**config.mk**
```make
export PLATFORM = sky130hd
export DESIGN_NAME = calc_keypad
export DESIGN_NICKNAME = d
export VERILOG_FILES = /design/src/calc_pkg.sv /design/src/key_event_if.sv /design/src/calc_core.sv /design/src/calc_keypad.sv /design/src/keypad_scanner.sv /design/src/result_display.sv
export VERILOG_INCLUDE_DIRS = /design/src /design/src/src
export SDC_FILE = /design/constraint.sdc
export NUM_CORES = 1
export LEC_CHECK = 0
export ABC_AREA = 1
export BUFFER_PORTS_ARGS = -buffer_cell sky130_fd_sc_hd__buf_2
export CAP_MARGIN = 10
export CORE_ASPECT_RATIO = 0.75
export CORE_UTILIZATION = 45
export DETAILED_ROUTE_END_ITERATION = 6
export SLEW_MARGIN = 20
export SYNTH_ARGS = -nofsm -noshare
export SYNTH_HDL_FRONTEND = slang
export SYNTH_SLANG_ARGS = --single-unit
```
**constraint.sdc**
```tcl
create_clock -name clk -period 6.95 [get_ports clk]
set_input_delay 1.0425 -clock clk [delete_from_list [all_inputs] [get_ports clk]]
set_output_delay 1.0425 -clock clk [all_outputs]
set_load 0.005 [all_outputs]
```
**src/calc_config.svh**
```systemverilog
`ifndef CALC_CONFIG_SVH
`define CALC_CONFIG_SVH

// cycles a key must stay low to count as pressed
// the same count of all-high cycles ends a release
`define CALC_DEBOUNCE_CYCLES 10

// operand length limit in decimal digits
`define CALC_MAX_DIGITS 4

// accumulator and display word width
`define CALC_WORD_BITS 16

// bcd digits on the display, enough for 32768
`define CALC_BCD_DIGITS 5

`endif

```
**src/calc_pkg.sv**
```systemverilog
`include "calc_config.svh"

package calc_pkg;

    // what a decoded key asks the core to do
    typedef enum logic [2:0] {
        KEY_DIGIT  = 3'd0,  // 0..9 on key_digit
        KEY_OP     = 3'd1,  // operator on key_op
        KEY_EQUALS = 3'd2,
        KEY_CLEAR  = 3'd3,
        KEY_NEGATE = 3'd4   // flips sign of the entry
    } key_kind_t;

    // pending arithmetic operator
    typedef enum logic [1:0] {
        OP_NONE = 2'd0,     // nothing pending, entry loads acc
        OP_ADD  = 2'd1,
        OP_SUB  = 2'd2,
        OP_MUL  = 2'd3
    } op_t;

    // two's complement data word, wraps on overflow
    typedef logic signed [`CALC_WORD_BITS-1:0] calc_word_t;

    // display digits, [0] is the ones digit
    typedef logic [`CALC_BCD_DIGITS-1:0][3:0] bcd_digits_t;

endpackage

```
**src/key_event_if.sv**
```systemverilog
`timescale 1ns/1ps

interface key_event_if;
    import calc_pkg::*;

    logic       key_ready;  // level, held until taken
    key_kind_t  key_kind;   // stable while key_ready
    logic [3:0] key_digit;  // valid for KEY_DIGIT
    op_t        key_op;     // valid for KEY_OP
    logic       key_taken;  // one cycle ack from the core

    // scanner side
    modport source (
        output key_ready, key_kind, key_digit, key_op,
        input  key_taken
    );

    // core side
    modport sink (
        input  key_ready, key_kind, key_digit, key_op,
        output key_taken
    );

endinterface

```
**src/calc_core.sv**
```systemverilog
`timescale 1ns/1ps
`include "calc_config.svh"

module calc_core (
    input  logic                 clk,
    input  logic                 nRST,
    key_event_if.sink            key,
    output logic                 show_valid,    // one cycle after key_taken
    output calc_pkg::calc_word_t show_value
);
    import calc_pkg::*;

    localparam int CNT_W = $clog2(`CALC_MAX_DIGITS + 1);
    localparam logic [CNT_W-1:0] CNT_MAX = CNT_W'(`CALC_MAX_DIGITS);
    localparam calc_word_t TEN = calc_word_t'(10);

    calc_word_t       entry;        // operand being typed
    calc_word_t       acc;          // running result
    calc_word_t       appended;     // entry with the new digit
    calc_word_t       combined;     // acc after the pending op
    logic [CNT_W-1:0] dig_cnt;      // digits in the entry
    logic             entry_set;    // entry touched since last op or equals
    op_t              pend_op;
    logic             take_now;     // payload consumed this cycle

    // left to right, all results wrap at word width
    function automatic calc_word_t apply_op(
        input op_t        op,
        input calc_word_t lhs,
        input calc_word_t rhs
    );
        calc_word_t res;
        case (op)
            OP_ADD:  res = lhs + rhs;
            OP_SUB:  res = lhs - rhs;
            OP_MUL:  res = lhs * rhs;   // low half of the product
            default: res = rhs;         // first operand of a chain
        endcase
        return res;
    endfunction

    always_comb begin
        appended = entry * TEN
                 + calc_word_t'({{(`CALC_WORD_BITS-4){1'b0}}, key.key_digit});
        // after equals with nothing typed the result carries on
        if (pend_op == OP_NONE && !entry_set)
            combined = acc;
        else
            combined = apply_op(pend_op, acc, entry);
    end

    assign take_now = key.key_ready && key.key_taken;   // data still held this cycle

    always_ff @(posedge clk or negedge nRST) begin
        if (!nRST) begin
            key.key_taken <= 1'b0;
            show_valid    <= 1'b0;
            show_value    <= '0;
            entry         <= '0;
            acc           <= '0;
            dig_cnt       <= '0;
            entry_set     <= 1'b0;
            pend_op       <= OP_NONE;
        end else begin
            key.key_taken <= key.key_ready && !key.key_taken;  // single pulse per key
            show_valid    <= take_now;
            if (take_now) begin
                case (key.key_kind)
                    KEY_DIGIT: begin
                        if (dig_cnt < CNT_MAX) begin
                            entry      <= appended;
                            dig_cnt    <= dig_cnt + 1'b1;
                            entry_set  <= 1'b1;
                            show_value <= appended;
                        end else begin
                            show_value <= entry;    // entry full, digit dropped
                        end
                    end
                    KEY_OP: begin
                        acc        <= combined;
                        pend_op    <= key.key_op;
                        entry      <= '0;
                        dig_cnt    <= '0;
                        entry_set  <= 1'b0;
                        show_value <= combined;
                    end
                    KEY_EQUALS: begin
                        acc        <= combined;     // stays as next first operand
                        pend_op    <= OP_NONE;
                        entry      <= '0;
                        dig_cnt    <= '0;
                        entry_set  <= 1'b0;
                        show_value <= combined;
                    end
                    KEY_NEGATE: begin
                        entry      <= -entry;
                        entry_set  <= 1'b1;
                        show_value <= -entry;
                    end
                    KEY_CLEAR: begin
                        entry      <= '0;
                        acc        <= '0;
                        dig_cnt    <= '0;
                        entry_set  <= 1'b0;
                        pend_op    <= OP_NONE;
                        show_value <= '0;
                    end
                    default: show_value <= entry;
                endcase
            end
        end
    end

endmodule

```
**src/calc_keypad.sv**
```systemverilog
`timescale 1ns/1ps

module calc_keypad (
    input  logic                  clk,
    input  logic                  nRST,
    input  logic [3:0]            row_in,       // keypad rows, active low
    output logic [3:0]            col_out,      // keypad columns, one low
    output calc_pkg::bcd_digits_t disp_digits,
    output logic                  disp_neg,
    output logic                  disp_valid    // one pulse per accepted key
);
    import calc_pkg::*;

    key_event_if key_if ();     // scanner to core handshake

    logic       show_valid;
    calc_word_t show_value;

    // column scan, debounce and key decode
    keypad_scanner u_scanner (
        .clk     (clk),
        .nRST    (nRST),
        .row_in  (row_in),
        .col_out (col_out),
        .key     (key_if.source)
    );

    // entry, accumulator and arithmetic
    calc_core u_core (
        .clk        (clk),
        .nRST       (nRST),
        .key        (key_if.sink),
        .show_valid (show_valid),
        .show_value (show_value)
    );

    // signed word to sign plus bcd
    result_display u_display (
        .clk         (clk),
        .nRST        (nRST),
        .show_valid  (show_valid),
        .show_value  (show_value),
        .disp_digits (disp_digits),
        .disp_neg    (disp_neg),
        .disp_valid  (disp_valid)
    );

endmodule

```
**src/keypad_scanner.sv**
```systemverilog
`timescale 1ns/1ps
`include "calc_config.svh"

module keypad_scanner (
    input  logic        clk,
    input  logic        nRST,
    input  logic [3:0]  row_in,     // active low, pulled up
    output logic [3:0]  col_out,    // one bit low at a time
    key_event_if.source key
);
    import calc_pkg::*;

    localparam int DEB_W = $clog2(`CALC_DEBOUNCE_CYCLES + 1);
    localparam logic [DEB_W-1:0] DEB_LAST = DEB_W'(`CALC_DEBOUNCE_CYCLES - 1);

    typedef enum logic [2:0] {
        S_IDLE,         // one cycle after reset or release
        S_SCAN,         // walking the low column
        S_DEBOUNCE,     // column frozen, key must stay low
        S_HOLD,         // key_ready up, waiting for the core
        S_RELEASE       // waiting for all rows high
    } state_t;

    state_t           state;
    state_t           state_nxt;
    logic [1:0]       col_idx;      // column currently driven low
    logic [DEB_W-1:0] deb_cnt;      // press or release cycles so far
    logic             any_low;      // some row pulled low
    logic [1:0]       low_row;      // lowest row that is low
    logic [3:0]       key_idx;      // row * 4 + column
    key_kind_t        dec_kind;
    logic [3:0]       dec_digit;
    op_t              dec_op;

    // row detect, lowest row wins on multiple presses
    always_comb begin
        any_low = ~&row_in;
        low_row = 2'd0;
        for (int r = 3; r >= 0; r--) begin
            if (!row_in[r]) low_row = 2'(r);   // later pass = lower row
        end
    end

    assign key_idx = {low_row, col_idx};

    // position to key, fixed keypad legend
    always_comb begin
        dec_kind  = KEY_DIGIT;
        dec_digit = 4'd0;
        dec_op    = OP_NONE;
        case (key_idx)
            4'd0:  dec_digit = 4'd1;
            4'd1:  dec_digit = 4'd2;
            4'd2:  dec_digit = 4'd3;
            4'd3:  begin dec_kind = KEY_OP; dec_op = OP_ADD; end
            4'd4:  dec_digit = 4'd4;
            4'd5:  dec_digit = 4'd5;
            4'd6:  dec_digit = 4'd6;
            4'd7:  begin dec_kind = KEY_OP; dec_op = OP_SUB; end
            4'd8:  dec_digit = 4'd7;
            4'd9:  dec_digit = 4'd8;
            4'd10: dec_digit = 4'd9;
            4'd11: begin dec_kind = KEY_OP; dec_op = OP_MUL; end
            4'd12: dec_kind = KEY_EQUALS;
            4'd13: dec_digit = 4'd0;
            4'd14: dec_kind = KEY_CLEAR;
            default: dec_kind = KEY_NEGATE;     // index 15
        endcase
    end

    always_comb begin
        state_nxt = state;
        case (state)
            S_IDLE:     state_nxt = S_SCAN;
            S_SCAN:     if (any_low) state_nxt = S_DEBOUNCE;
            S_DEBOUNCE: begin
                if (!any_low) state_nxt = S_SCAN;               // glitch, back to scan
                else if (deb_cnt == DEB_LAST) state_nxt = S_HOLD;
            end
            S_HOLD:     if (key.key_taken) state_nxt = S_RELEASE;
            S_RELEASE:  if (!any_low && deb_cnt == DEB_LAST) state_nxt = S_IDLE;
            default:    state_nxt = S_IDLE;
        endcase
    end

    always_ff @(posedge clk or negedge nRST) begin
        if (!nRST) begin
            state   <= S_IDLE;
            col_idx <= 2'd0;
            deb_cnt <= '0;
        end else begin
            state <= state_nxt;
            // column only moves while nothing is pressed
            if (state == S_IDLE || (state == S_SCAN && !any_low))
                col_idx <= col_idx + 2'd1;  // wraps 3 -> 0
            case (state)
                S_SCAN:     deb_cnt <= DEB_W'(1);        // press cycle counts as first
                S_DEBOUNCE: deb_cnt <= deb_cnt + 1'b1;
                S_RELEASE:  deb_cnt <= any_low ? '0 : deb_cnt + 1'b1;   // bounce restarts
                default:    deb_cnt <= '0;
            endcase
        end
    end

    // key payload, captured as debounce completes
    always_ff @(posedge clk) begin
        if (state == S_DEBOUNCE && state_nxt == S_HOLD) begin
            key.key_kind  <= dec_kind;
            key.key_digit <= dec_digit;
            key.key_op    <= dec_op;
        end
    end

    assign key.key_ready = (state == S_HOLD);

    always_comb begin
        col_out          = 4'b1111;
        col_out[col_idx] = 1'b0;
    end

endmodule

```
**src/result_display.sv**
```systemverilog
`timescale 1ns/1ps
`include "calc_config.svh"

module result_display (
    input  logic                  clk,
    input  logic                  nRST,
    input  logic                  show_valid,   // starts or restarts a conversion
    input  calc_pkg::calc_word_t  show_value,
    output calc_pkg::bcd_digits_t disp_digits,
    output logic                  disp_neg,
    output logic                  disp_valid
);
    import calc_pkg::*;

    localparam int BITS   = `CALC_WORD_BITS;
    localparam int BCD_W  = 4 * `CALC_BCD_DIGITS;
    localparam int STEP_W = $clog2(BITS);
    localparam logic [STEP_W-1:0] STEP_LAST = STEP_W'(BITS - 1);

    logic [BITS:0]       mag;       // one extra bit so -32768 fits
    logic                busy;
    logic [STEP_W-1:0]   step;      // shift steps done
    logic                sign_q;
    logic [BCD_W-1:0]    bcd_q;
    logic [BCD_W-1:0]    bcd_adj;   // after add-3 on each digit
    logic [BCD_W-1:0]    bcd_nxt;
    logic [BITS-1:0]     bin_q;     // magnitude bits still to shift in
    logic [BITS-1:0]     bin_nxt;

    // sign-extend then negate if negative
    assign mag = show_value[BITS-1] ? -{show_value[BITS-1], show_value}
                                    : {1'b0, show_value};

    // one double dabble step
    always_comb begin
        bcd_adj = bcd_q;
        for (int d = 0; d < `CALC_BCD_DIGITS; d++) begin
            if (bcd_q[4*d +: 4] >= 4'd5)
                bcd_adj[4*d +: 4] = bcd_q[4*d +: 4] + 4'd3;
        end
        bcd_nxt = {bcd_adj[BCD_W-2:0], bin_q[BITS-1]};
        bin_nxt = {bin_q[BITS-2:0], 1'b0};
    end

    always_ff @(posedge clk or negedge nRST) begin
        if (!nRST) begin
            busy        <= 1'b0;
            step        <= '0;
            disp_digits <= '0;
            disp_neg    <= 1'b0;
            disp_valid  <= 1'b0;
        end else begin
            disp_valid <= 1'b0;
            if (show_valid) begin
                busy <= 1'b1;   // load wins over a running conversion
                step <= '0;
            end else if (busy) begin
                step <= step + 1'b1;
                if (step == STEP_LAST) begin
                    busy        <= 1'b0;
                    disp_digits <= bcd_nxt;     // last step result straight out
                    disp_neg    <= sign_q;
                    disp_valid  <= 1'b1;
                end
            end
        end
    end

    // conversion datapath
    always_ff @(posedge clk) begin
        if (show_valid) begin
            sign_q <= show_value[BITS-1];
            // load does the first shift, bcd is zero so no add-3
            bcd_q  <= {{(BCD_W-1){1'b0}}, mag[BITS]};
            bin_q  <= mag[BITS-1:0];
        end else if (busy) begin
            bcd_q <= bcd_nxt;
            bin_q <= bin_nxt;
        end
    end

endmodule
```
==> results of run 1 <==
area by class of cell:
| class | count | area share (%) |
|---|---|---|
| Clock inverter | 12 | 0.7596 |
| Clock buffer | 20 | 3.014 |
| Timing Repair Buffer | 53 | 2.130 |
| Sequential cell | 138 | 23.05 |
| Multi-Input combinational cell | 1358 | 57.88 |
| Tap cell | 399 | 3.294 |
| Inverter | 398 | 9.866 |
synth_stat cells (all sizes together):
library cell,number,area [µm²]
a21boi,6,45.04
o22ai,31,193.9
nand3,118,625.6
clkbuf,47,181.4
o211ai,10,75.07
nor2,116,447.9
o21ai,143,715.7
xor2,35,314.1
buf,28,206.5
xnor2,12,105.1
o31ai,4,30.03
a31oi,20,125.1
a221oi,6,52.55
nand3b,7,52.55
nor3,20,110.1
o2bb2ai,1,8.760
ha,126,1577
o21bai,4,30.03
fa,82,1642
a31o,1,8.760
mux2i,1,10.01
dfxtp,19,380.4
nor4,4,55.05
o2111ai,8,70.07
a21o,2,15.01
dfrtp,92,2302
o221ai,2,17.52
a21oi,58,301.5
o21a,3,22.52
clkinv,4,16.26
inv,394,1479
edfxtp,27,810.8
or2,17,106.4
o41ai,1,16.27
nand2,509,1923
nand4,11,68.82
worst register-to-register path, stage by stage, from the launching register on:
cell	delay (ns)
dfrtp_1	0.99
nand2_1	0.11
inv_1	0.12
fa_1	0.39
inv_1	0.09
fa_1	0.41
fa_1	0.52
inv_1	0.04
ha_1	0.31
fa_1	0.53
inv_1	0.05
fa_1	0.52
inv_1	0.04
ha_1	0.35
nand2_1	0.09
nor3_1	0.25
nand2_1	0.11
nand2_1	0.09
nand2_1	0.08
a21oi_1	0.18
o21ai_0	0.10
nand3b_1	0.09
nand3_1	0.10
nand2_1	0.13
nand3b_1	0.08
nand2_1	0.06
nand2_1	0.04
worst max-delay path by stage:
stage | startpoint | to | depth (start not counted)
floorplan | u_core.entry[6] | u_core.show_value[15] | 28
global placement | u_core.entry[6] | u_core.show_value[15] | 26
detailed placement | u_core.entry[6] | u_core.show_value[15] | 26
CTS | u_core.entry[6] | u_core.show_value[15] | 26
global route | u_core.entry[6] | u_core.show_value[13] | 25
finish | u_core.entry[6] | u_core.show_value[13] | 26
state kept, by name, indices dropped and copies added (netlist names), 2 cells and up:
register                 count
u_core.acc                  16
u_core.dig_cnt               3
u_core.entry                16
u_core.pend_op               2
u_core.show_value           16
u_display.bcd_q             20
u_display.bin_q             16
u_display.disp_digits       20
u_display.step               4
u_scanner.col_idx            2
u_scanner.deb_cnt            4
u_scanner.key.key_digit      4
u_scanner.key.key_kind       3
u_scanner.key.key_op         2
u_scanner.state              3
power by group:
part,leakage [nW],total [mW],switching (mW),internal (mW)
logic,6.29,4.90,3.19,1.71
clock network,0.283,0.895,0.379,0.516
registers,1.62,1.70,0.521,1.17
kinds of logic after synthesis:
family,count (synthesis)
compound gates,300
xor+xnor,47
fa+ha+maj,208
buf+inv,473
flops,138
mux,1
simple gates,802
per-layer routing:
metal	share of wire [%]	global-route usage (%)	wire length [µm]
met3	8.6	6.137	3435
met2	40	37.74	16170
met5	0	0	0
met1	50	40.46	20110
met4	1.0	4.727	416
metrics by stage:
stage | area (µm²) | util (%) | total power, mW | setup slack, ns | std cells
after floorplan | 14140 | - | 5.145 | 1.504 | 1969
after global placement | 14580 | 47.71 | 6.428 | 1.056 | 2346
after detailed placement | 14580 | 47.72 | 6.514 | 0.9583 | 2346
after CTS | 15150 | 49.59 | 7.441 | 0.9263 | 2378
after global routing | 15150 | 49.60 | 8.294 | 0.5314 | 2378
final | 15150 | 49.60 | 7.492 | 0.9409 | 2378
==> reports/metrics.cfg, run 1 <==
[placed_design]
portBuffers=31
dpl.hpwl_um=31480
place_congestion=0.9386

[worst_setup_path]
crit_path_end_kind=register
reg2reg_slack_ns=0.94
start_kind=register
crit_buf_inv=5
rr_endpoint=u_core.show_value[13]
required_ns=7.27
crit_family=adder cells
path_max_fanout=18
slowest_stage=dfrtp_1
slowest_delay_ns=0.99
crit_type=reg -> reg
reg2reg_depth=26
cp.arrival_ns=6.33
cp_common_cell=nand2_1
r2r-start=u_core.entry[6]

[cells_and_area]
final_common_cell=nand2_1
area_growth_pct=7.167
multiInputGateArea_mm2=0.008772
layout_common_cells=503 x nand2_1, 392 x inv_1, 138 x o21ai_0, 126 x ha_1
n_antenna_cell=0
drive_gt1_share_pct=6.620
nets=2180
n_fill_cell=3091
register_area_mm2=0.003493

[floorplanning]
die_w_um=206.7
start_util_pct=46.28
num_rows=55
die_area_mm2=0.03215
core_mm2=0.03055
boundaryPins=32
die_h_um=155.5

[route]
wl_per_cell_um=16.88
routed_via_density=5.331
drt_iter0_drc=1103
wirelength_um=40140
vias=12677
first_pass_iters=7
drc=0
ant_nets=0

[synthesis]
synth_simple_gate_area_share_pct=23.97
synth_fp_nets=2183
netlist_instances=1969
synthXorXnorAreaFrac_pct=2.964
yosysWarnings=0
synth-seq-cells=138
syn_area_per_cell_um2=7.182
synth_fa_ha_area_share_pct=22.76
synthMuxAreaShare_pct=0.07078
ys_seq_area_share_pct=24.70
syn-cell-area_mm2=0.01414
synth_cell_types=53
synth_top_family_by_area=simple AND/OR/NAND/NOR gates
synth-compound-area-share_pct=12.22

[global_route]
grt_overflow=0
grt_pass1_wl_um=65490
grt_pass1_vias=12140
grtUsageTotal_pct=26.43
antenna_found_initial=0
grt_max_degree=66

[clock_network]
clockRootBuffer=clkbuf_16
cts_buffer_depth=2
path_clk_slew_ns=0.07
clk_latency_ns=0.43
cts_made_buffers=17
clock-sinks=138
cts_resized=0
cts_tree=yes
cts_setup_buffers=0
htreeDepth=4
ctsHoldBuffers=0

[worst_hold_path]
hold_start=u_core.key.key_taken
hold_path.class=reg -> reg
whs_path_depth=1
worstHoldEndpoint=u_core.key.key_taken

[sta]
report.final.slew_viol_count=0
rsz0062_at_grt=no
holdWs_ns=0.4367
finalClockSkew_ns=0.01197
max_slew.worst_pin.slew_ns=0.9763
setup_tns_ns=0
hold_viol_final=0
max_slew_margin_pct=34.92
post-route-period-util_pct=86.46
finalCriticalPeriod_ns=6.009
clock.fmax_ghz=0.1664
setup_viol=0

[power_and_ir_drop]
powerDensity_mw_per_mm2=494.3
vdd_drop_max_uv=309.5
leakagePower_nw=8.198

[run_status]
status=finished clean

[run]
cap_violations=0

(Power assumes the default switching activity.)
==> run 2, diff against run 1 <==
--- a/config.mk
+++ b/config.mk
@@ -10,6 +10,7 @@
 export BUFFER_PORTS_ARGS = -buffer_cell sky130_fd_sc_hd__buf_2
 export CAP_MARGIN = 10
 export CORE_ASPECT_RATIO = 0.75
+export CORE_MARGIN = 1.5
 export CORE_UTILIZATION = 45
 export DETAILED_ROUTE_END_ITERATION = 6
 export SLEW_MARGIN = 20
==> run 2 against run 1 <==
Effect of this change:
- largest power group unchanged
- design area did not move
- first-iteration DRC count fell by 6.0%
- sequential power barely moved
- final cell count did not move
==> reports/metrics.cfg, run 2 (same netlist as run 1, synthesis figures left out) <==
[floorplanning]
core_mm2=0.03055  ; unchanged
boundaryPins=32  ; unchanged
start_util_pct=46.28  ; unchanged
die_h_um=156.5  ; was 155.5 µm
num_rows=55  ; unchanged
die_area_mm2=0.03251  ; was 0.03215 mm²
die_w_um=207.7  ; was 206.7 µm

[global_route]
grt_overflow=0  ; unchanged
antenna_found_initial=0  ; unchanged
grtUsageTotal_pct=24.94  ; was 26.43%
grt_max_degree=66  ; unchanged
grt_pass1_vias=11852  ; was 12.14k
grt_pass1_wl_um=63440  ; was 65490 µm

[clock_network]
cts_setup_buffers=0  ; unchanged
clk_latency_ns=0.43  ; about the same
cts_made_buffers=17  ; unchanged
cts_resized=0  ; unchanged
ctsHoldBuffers=0  ; unchanged
cts_tree=yes  ; unchanged
htreeDepth=4  ; unchanged
clockRootBuffer=clkbuf_16  ; unchanged
clock-sinks=138  ; unchanged
path_clk_slew_ns=0.06  ; was 0.07 ns
cts_buffer_depth=2  ; unchanged

[cells_and_area]
layout_common_cells=503 x nand2_1, 392 x inv_1, 138 x o21ai_0, 126 x ha_1  ; unchanged
area_growth_pct=7.167  ; unchanged
reg.largest.list=u_display.bcd_q (20), u_display.disp_digits (20)  ; unchanged
n_fill_cell=3139  ; was 3091
n_antenna_cell=0  ; unchanged
final_common_cell=nand2_1  ; unchanged
nets=2180  ; unchanged
drive_gt1_share_pct=6.620  ; unchanged

[placed_design]
place_congestion=0.8952  ; was 0.9386
portBuffers=31  ; unchanged
dp_slack_ns=0.9416  ; was 0.9583 ns
dpl.hpwl_um=30210  ; was 31480 µm

[power_and_ir_drop]
leakagePower_nw=8.203  ; was 8.198 nW
vdd_drop_max_uv=281.5  ; was 309.5 µV
powerDensity_mw_per_mm2=488.7  ; was 494.3 mW/mm²

[sta]
setup_viol=0  ; unchanged
finalClockSkew_ns=0.007716  ; was 0.01197 ns
report.final.slew_viol_count=0  ; unchanged
clock.fmax_ghz=0.1649  ; was 0.1664 GHz
hold_viol_final=0  ; unchanged
max_slew_margin_pct=35.22  ; was 34.92%
post-route-period-util_pct=87.26  ; was 86.46%
setup_tns_ns=0  ; unchanged
max_slew.worst_pin.slew_ns=0.9717  ; was 0.9763 ns
rsz0062_at_grt=no  ; unchanged
finalCriticalPeriod_ns=6.064  ; was 6.009 ns
timing.final.ws_setup_ns=0.8857  ; was 0.9409 ns

[worst_setup_path]
crit_family=adder cells  ; unchanged
slowest_delay_ns=0.98  ; was 0.99 ns
slowest_stage=dfrtp_1  ; unchanged
r2r-start=u_core.entry[6]  ; unchanged
crit_type=reg -> reg  ; unchanged
cp.depth=26  ; unchanged
crit_buf_inv=5  ; unchanged
rr_endpoint=u_core.show_value[13]  ; unchanged
reg2reg_slack_ns=0.89  ; was 0.94 ns
path_max_fanout=18  ; unchanged
cp.arrival_ns=6.39  ; was 6.33 ns
reg2reg_depth=26  ; unchanged
start_kind=register  ; unchanged
required_ns=7.27  ; about the same
crit_path_end_kind=register  ; unchanged
cp_common_cell=nand2_1  ; unchanged
critPathCapture=u_core.show_value[13]  ; unchanged
cp-startpoint=u_core.entry[6]  ; unchanged

[route]
wirelength_um=38760  ; was 40140 µm
drc=0  ; unchanged
vias=12454  ; was 12.68k
wl_per_cell_um=16.30  ; was 16.88 µm
routed_via_density=5.237  ; was 5.331
ant_nets=0  ; unchanged
drt_iter0_drc=1037  ; was 1103
first_pass_iters=5  ; was 7

[run]
cap_violations=0  ; unchanged

[run_status]
status=finished clean  ; unchanged

[worst_hold_path]
hold_path.class=reg -> reg  ; unchanged
hold_start=u_core.key.key_taken  ; unchanged

run 2: cell count changes in the layout (fill, tap and decap cells not counted), sizes merged:
cell | before | now
clkinv | 10 | 8
clkbuf | 20 | 22
run 2: power by group:
part / leakage, nW / internal (mW) / switching [mW]
combinational: 6.29 / 1.71 / 3.12
sequential: 1.62 / 1.17 / 0.519
clock: 0.287 / 0.530 / 0.355
run 2: per-layer routing:
layer	vias to the layer above	track usage (%)	part of all wire, %
met3	33	5.117	6.7
met5	-	0	0
met4	0	4.692	1.0
li1	6213	-	-
met2	344	37.42	41
met1	5864	37.14	51
run 2: layout make-up:
class / count / area [µm²] / area share [%]
Clock buffer: 22 / 484.2 / 3.195
Clock inverter: 10 / 87.58 / 0.5779
Timing Repair Buffer: 53 / 322.8 / 2.130
Sequential cell: 138 / 3493 / 23.05
Tap cell: 399 / 499.2 / 3.294
Inverter: 398 / 1495 / 9.866
Multi-Input combinational cell: 1358 / 8772 / 57.88
run 2: worst register-to-register path, stage by stage (launching register included):
cell and delay, ns:
dfrtp_1 0.98, nand2_1 0.13, inv_1 0.12, fa_1 0.40, inv_1 0.09, fa_1 0.42, fa_1 0.52, inv_1 0.04
ha_1 0.31, fa_1 0.53, inv_1 0.06, fa_1 0.53, inv_1 0.05, ha_1 0.34, nand2_1 0.09, nor3_1 0.30
nand2_1 0.12, nand2_1 0.09, nand2_1 0.07, a21oi_1 0.18, o21ai_0 0.10, nand3b_1 0.09, nand3_1 0.10, nand2_1 0.13
nand3b_1 0.08, nand2_1 0.06, nand2_1 0.05
run 2: worst min-delay path by stage:
stage                            to  slack (ns)  cells past startpoint
6_report       u_core.key.key_taken        0.45                      1
5_1_grt        u_core.key.key_taken        0.47                      1
4_1_cts        u_core.key.key_taken        0.45                      1
3_5_place_dp   u_core.key.key_taken        0.43                      1
3_3_place_gp   u_core.key.key_taken        0.43                      1
2_1_floorplan  u_core.key.key_taken        0.41                      1
run 2: metrics by stage:
stage,cell area [µm²],util (%),hold slack (ns),cells,power (mW)
detailed placement,14580,47.71,0.4321,2346,6.436
global placement,14580,47.71,0.4259,2346,6.360
floorplan,14140,-,0.4127,1969,5.145
finish,15150,49.60,0.4472,2378,7.406
global route,15150,49.60,0.4671,2378,8.219
CTS,15150,49.58,0.4489,2378,7.370
==> run 3, diff against run 2 <==
--- a/config.mk
+++ b/config.mk
@@ -7,12 +7,14 @@
 export NUM_CORES = 1
 export LEC_CHECK = 0
 export ABC_AREA = 1
+export ABC_CLOCK_PERIOD_IN_PS = 6950
 export BUFFER_PORTS_ARGS = -buffer_cell sky130_fd_sc_hd__buf_2
 export CAP_MARGIN = 10
 export CORE_ASPECT_RATIO = 0.75
 export CORE_MARGIN = 1.5
 export CORE_UTILIZATION = 45
 export DETAILED_ROUTE_END_ITERATION = 6
+export PLACE_DENSITY = 0.63
 export SLEW_MARGIN = 20
 export SYNTH_ARGS = -nofsm -noshare
 export SYNTH_HDL_FRONTEND = slang
==> run 3 against run 2 <==
Effect of this change:
- critical path depth is 3 lower
- sequential power hardly changed
- sequential cell count stayed put
- first-iteration DRC count is 1.1% higher
- critical endpoint is now u_core.show_value[15]
- via count is 1.4% higher
- combinational power is 0.8% lower
- power is 0.92% lower
- global-route usage is 0.23 points lower
- clock skew is 0.00090 ns higher
- final cell count is 0.13% lower
- die area stayed put
- fmax is 2.5% lower
==> reports/metrics.cfg, run 3 (same netlist as run 1, synthesis figures left out) <==
[run_status]
status=finished clean  ; unchanged

[worst_setup_path]
cp.arrival_ns=6.59  ; was 6.39 ns
start_kind=register  ; unchanged
rr_endpoint=u_core.show_value[15]  ; was u_core.show_value[13]
reg2reg_depth=23  ; was 26
path_max_fanout=21  ; was 18
r2r-start=u_core.entry[2]  ; was u_core.entry[6]
crit_type=reg -> reg  ; unchanged
required_ns=7.32  ; was 7.27 ns
crit_path_end_kind=register  ; unchanged
reg2reg_slack_ns=0.73  ; was 0.89 ns

[floorplanning]
num_rows=55  ; unchanged
start_util_pct=46.28  ; unchanged
die_h_um=156.5  ; unchanged
core_mm2=0.03055  ; unchanged
die_w_um=207.7  ; unchanged
die_area_mm2=0.03251  ; unchanged
boundaryPins=32  ; unchanged

[sta]
post-route-period-util_pct=89.54  ; was 87.26%
finalClockSkew_ns=0.008612  ; was 0.007716 ns
finalCriticalPeriod_ns=6.223  ; was 6.064 ns
clock.fmax_ghz=0.1607  ; was 0.1649 GHz
setup_viol=0  ; unchanged
max_slew.worst_pin.slew_ns=0.9740  ; was 0.9717 ns
hold_viol_final=0  ; unchanged
report.final.slew_viol_count=0  ; unchanged
rsz0062_at_grt=no  ; unchanged
max_slew_margin_pct=35.07  ; was 35.22%
setup_tns_ns=0  ; unchanged

[global_route]
grtUsageTotal_pct=24.71  ; was 24.94%
antenna_found_initial=0  ; unchanged
grt_overflow=0  ; unchanged
grt_pass1_wl_um=63140  ; was 63440 µm
grt_pass1_vias=12006  ; was 11.85k
grt_max_degree=71  ; was 66

[power_and_ir_drop]
powerDensity_mw_per_mm2=485.0  ; was 488.7 mW/mm²
p_seq_share_pct=22.8  ; was 22.9%
clock_power_share_pct=12.0  ; was 11.9%
p_comb_share_pct=65.2  ; about the same
p_sw_share_pct=53.81  ; was 53.87%
leakagePower_nw=8.184  ; was 8.203 nW
p_sw_mw=3.948  ; was 3.990 mW
vdd_drop_max_uv=315.5  ; was 281.5 µV
power.internal_mw=3.389  ; was 3.416 mW

[worst_hold_path]
worstHoldEndpoint=u_core.key.key_taken  ; unchanged
hold_start=u_core.key.key_taken  ; unchanged
whs_path_depth=1  ; unchanged
hold_path.class=reg -> reg  ; unchanged

[cells_and_area]
layout_common_cells=503 x nand2_1, 392 x inv_1, 138 x o21ai_0, 126 x ha_1  ; unchanged
nets=2177  ; was 2180
final_common_cell=nand2_1  ; unchanged
fin_area_mm2=0.01513  ; was 0.01515 mm²
drive_gt1_share_pct=6.478  ; was 6.620%
reg.largest.list=u_display.bcd_q (20), u_display.disp_digits (20)  ; unchanged
n_antenna_cell=0  ; unchanged
area_growth_pct=6.990  ; was 7.167%

[clock_network]
cts_made_buffers=17  ; unchanged
cts_resized=0  ; unchanged
clockRootBuffer=clkbuf_16  ; unchanged
htreeDepth=4  ; unchanged
clk_latency_ns=0.43  ; about the same
cts_tree=yes  ; unchanged
cts_buffer_depth=2  ; unchanged
path_clk_slew_ns=0.06  ; about the same
clock-sinks=138  ; unchanged
cts_setup_buffers=0  ; unchanged
ctsHoldBuffers=0  ; unchanged

[route]
drc=0  ; unchanged
first_pass_iters=5  ; unchanged
wirelength_um=38760  ; about the same
wl_per_cell_um=16.32  ; was 16.30 µm
drt_iter0_drc=1048  ; was 1037
routed_via_density=5.316  ; was 5.237
ant_nets=0  ; unchanged
vias=12625  ; was 12.45k

[placed_design]
place_congestion=0.9192  ; was 0.8952
dpl_cell_area_mm2=0.01456  ; was 0.01458 mm²
dpl.hpwl_um=30470  ; was 30210 µm
portBuffers=31  ; unchanged

[run]
cap_violations=0  ; unchanged

run 3: worst max-delay path, cell delays in order, from the launching register on:
cell	delay, ns
dfrtp_1	0.96
nand2_1	0.17
fa_1	0.58
fa_1	0.45
fa_1	0.51
inv_1	0.04
ha_1	0.30
fa_1	0.53
inv_1	0.06
fa_1	0.54
inv_1	0.04
ha_1	0.35
a21oi_1	0.14
a21boi_0	0.34
o21ai_0	0.15
a31oi_1	0.34
inv_1	0.08
nand3_1	0.09
nand3_1	0.07
nand3_1	0.11
nand2_1	0.08
nand3_1	0.07
nand2_1	0.06
nand2_1	0.05
run 3: per-layer routing:
| layer | track usage, % | wire length, µm |
|---|---|---|
| met1 | 36.28 | 19020 |
| met2 | 35.64 | 15420 |
| met3 | 6.502 | 3666 |
| met4 | 6.361 | 582 |
| met5 | 1.499 | 66 |
run 3: power by group through the flow:
stage	clock network [mW]	registers, mW	logic, mW
3_5_place_dp	0	1.67	4.72
4_1_cts	0.898	1.65	4.75
5_1_grt	0.938	1.71	5.47
2_1_floorplan	0	1.37	3.77
6_report	0.881	1.67	4.79
3_3_place_gp	0	1.65	4.61
run 3: cell type report:
cell class / instances / area, µm²
timing repair buffer: 50 / 300.3
clock buffer: 23 / 510.5
fill: 3089 / 15420
tap: 399 / 499.2
sequential: 138 / 3493
multi-input combinational: 1358 / 8772
inverter: 398 / 1495
clock inverter: 9 / 58.81
run 3: worst max-delay path by stage:
stage | startpoint | endpoint | slack, ns | cells after the start
floorplan | u_core.entry[6] | u_core.show_value[15] | 1.50 | 28
finish | u_core.entry[2] | u_core.show_value[15] | 0.73 | 23
CTS | u_core.entry[2] | u_core.show_value[15] | 0.80 | 23
detailed placement | u_core.entry[2] | u_core.show_value[15] | 0.82 | 23
global placement | u_core.entry[2] | u_core.show_value[15] | 0.93 | 24
global route | u_core.entry[2] | u_core.show_value[15] | 0.33 | 23
run 3: through the flow:
step           std cells  worst slack, ns  total power [mW]  hold slack (ns)  util [%]
2_1_floorplan       1969            1.504             5.145           0.4127         -
3_3_place_gp        2343           0.9327             6.260           0.4270     47.64
3_5_place_dp        2343           0.8173             6.386           0.4330     47.65
4_1_cts             2375           0.8023             7.300           0.4414     49.51
5_1_grt             2375           0.3270             8.120           0.4703     49.52
6_report            2375           0.7272             7.337           0.4400     49.52
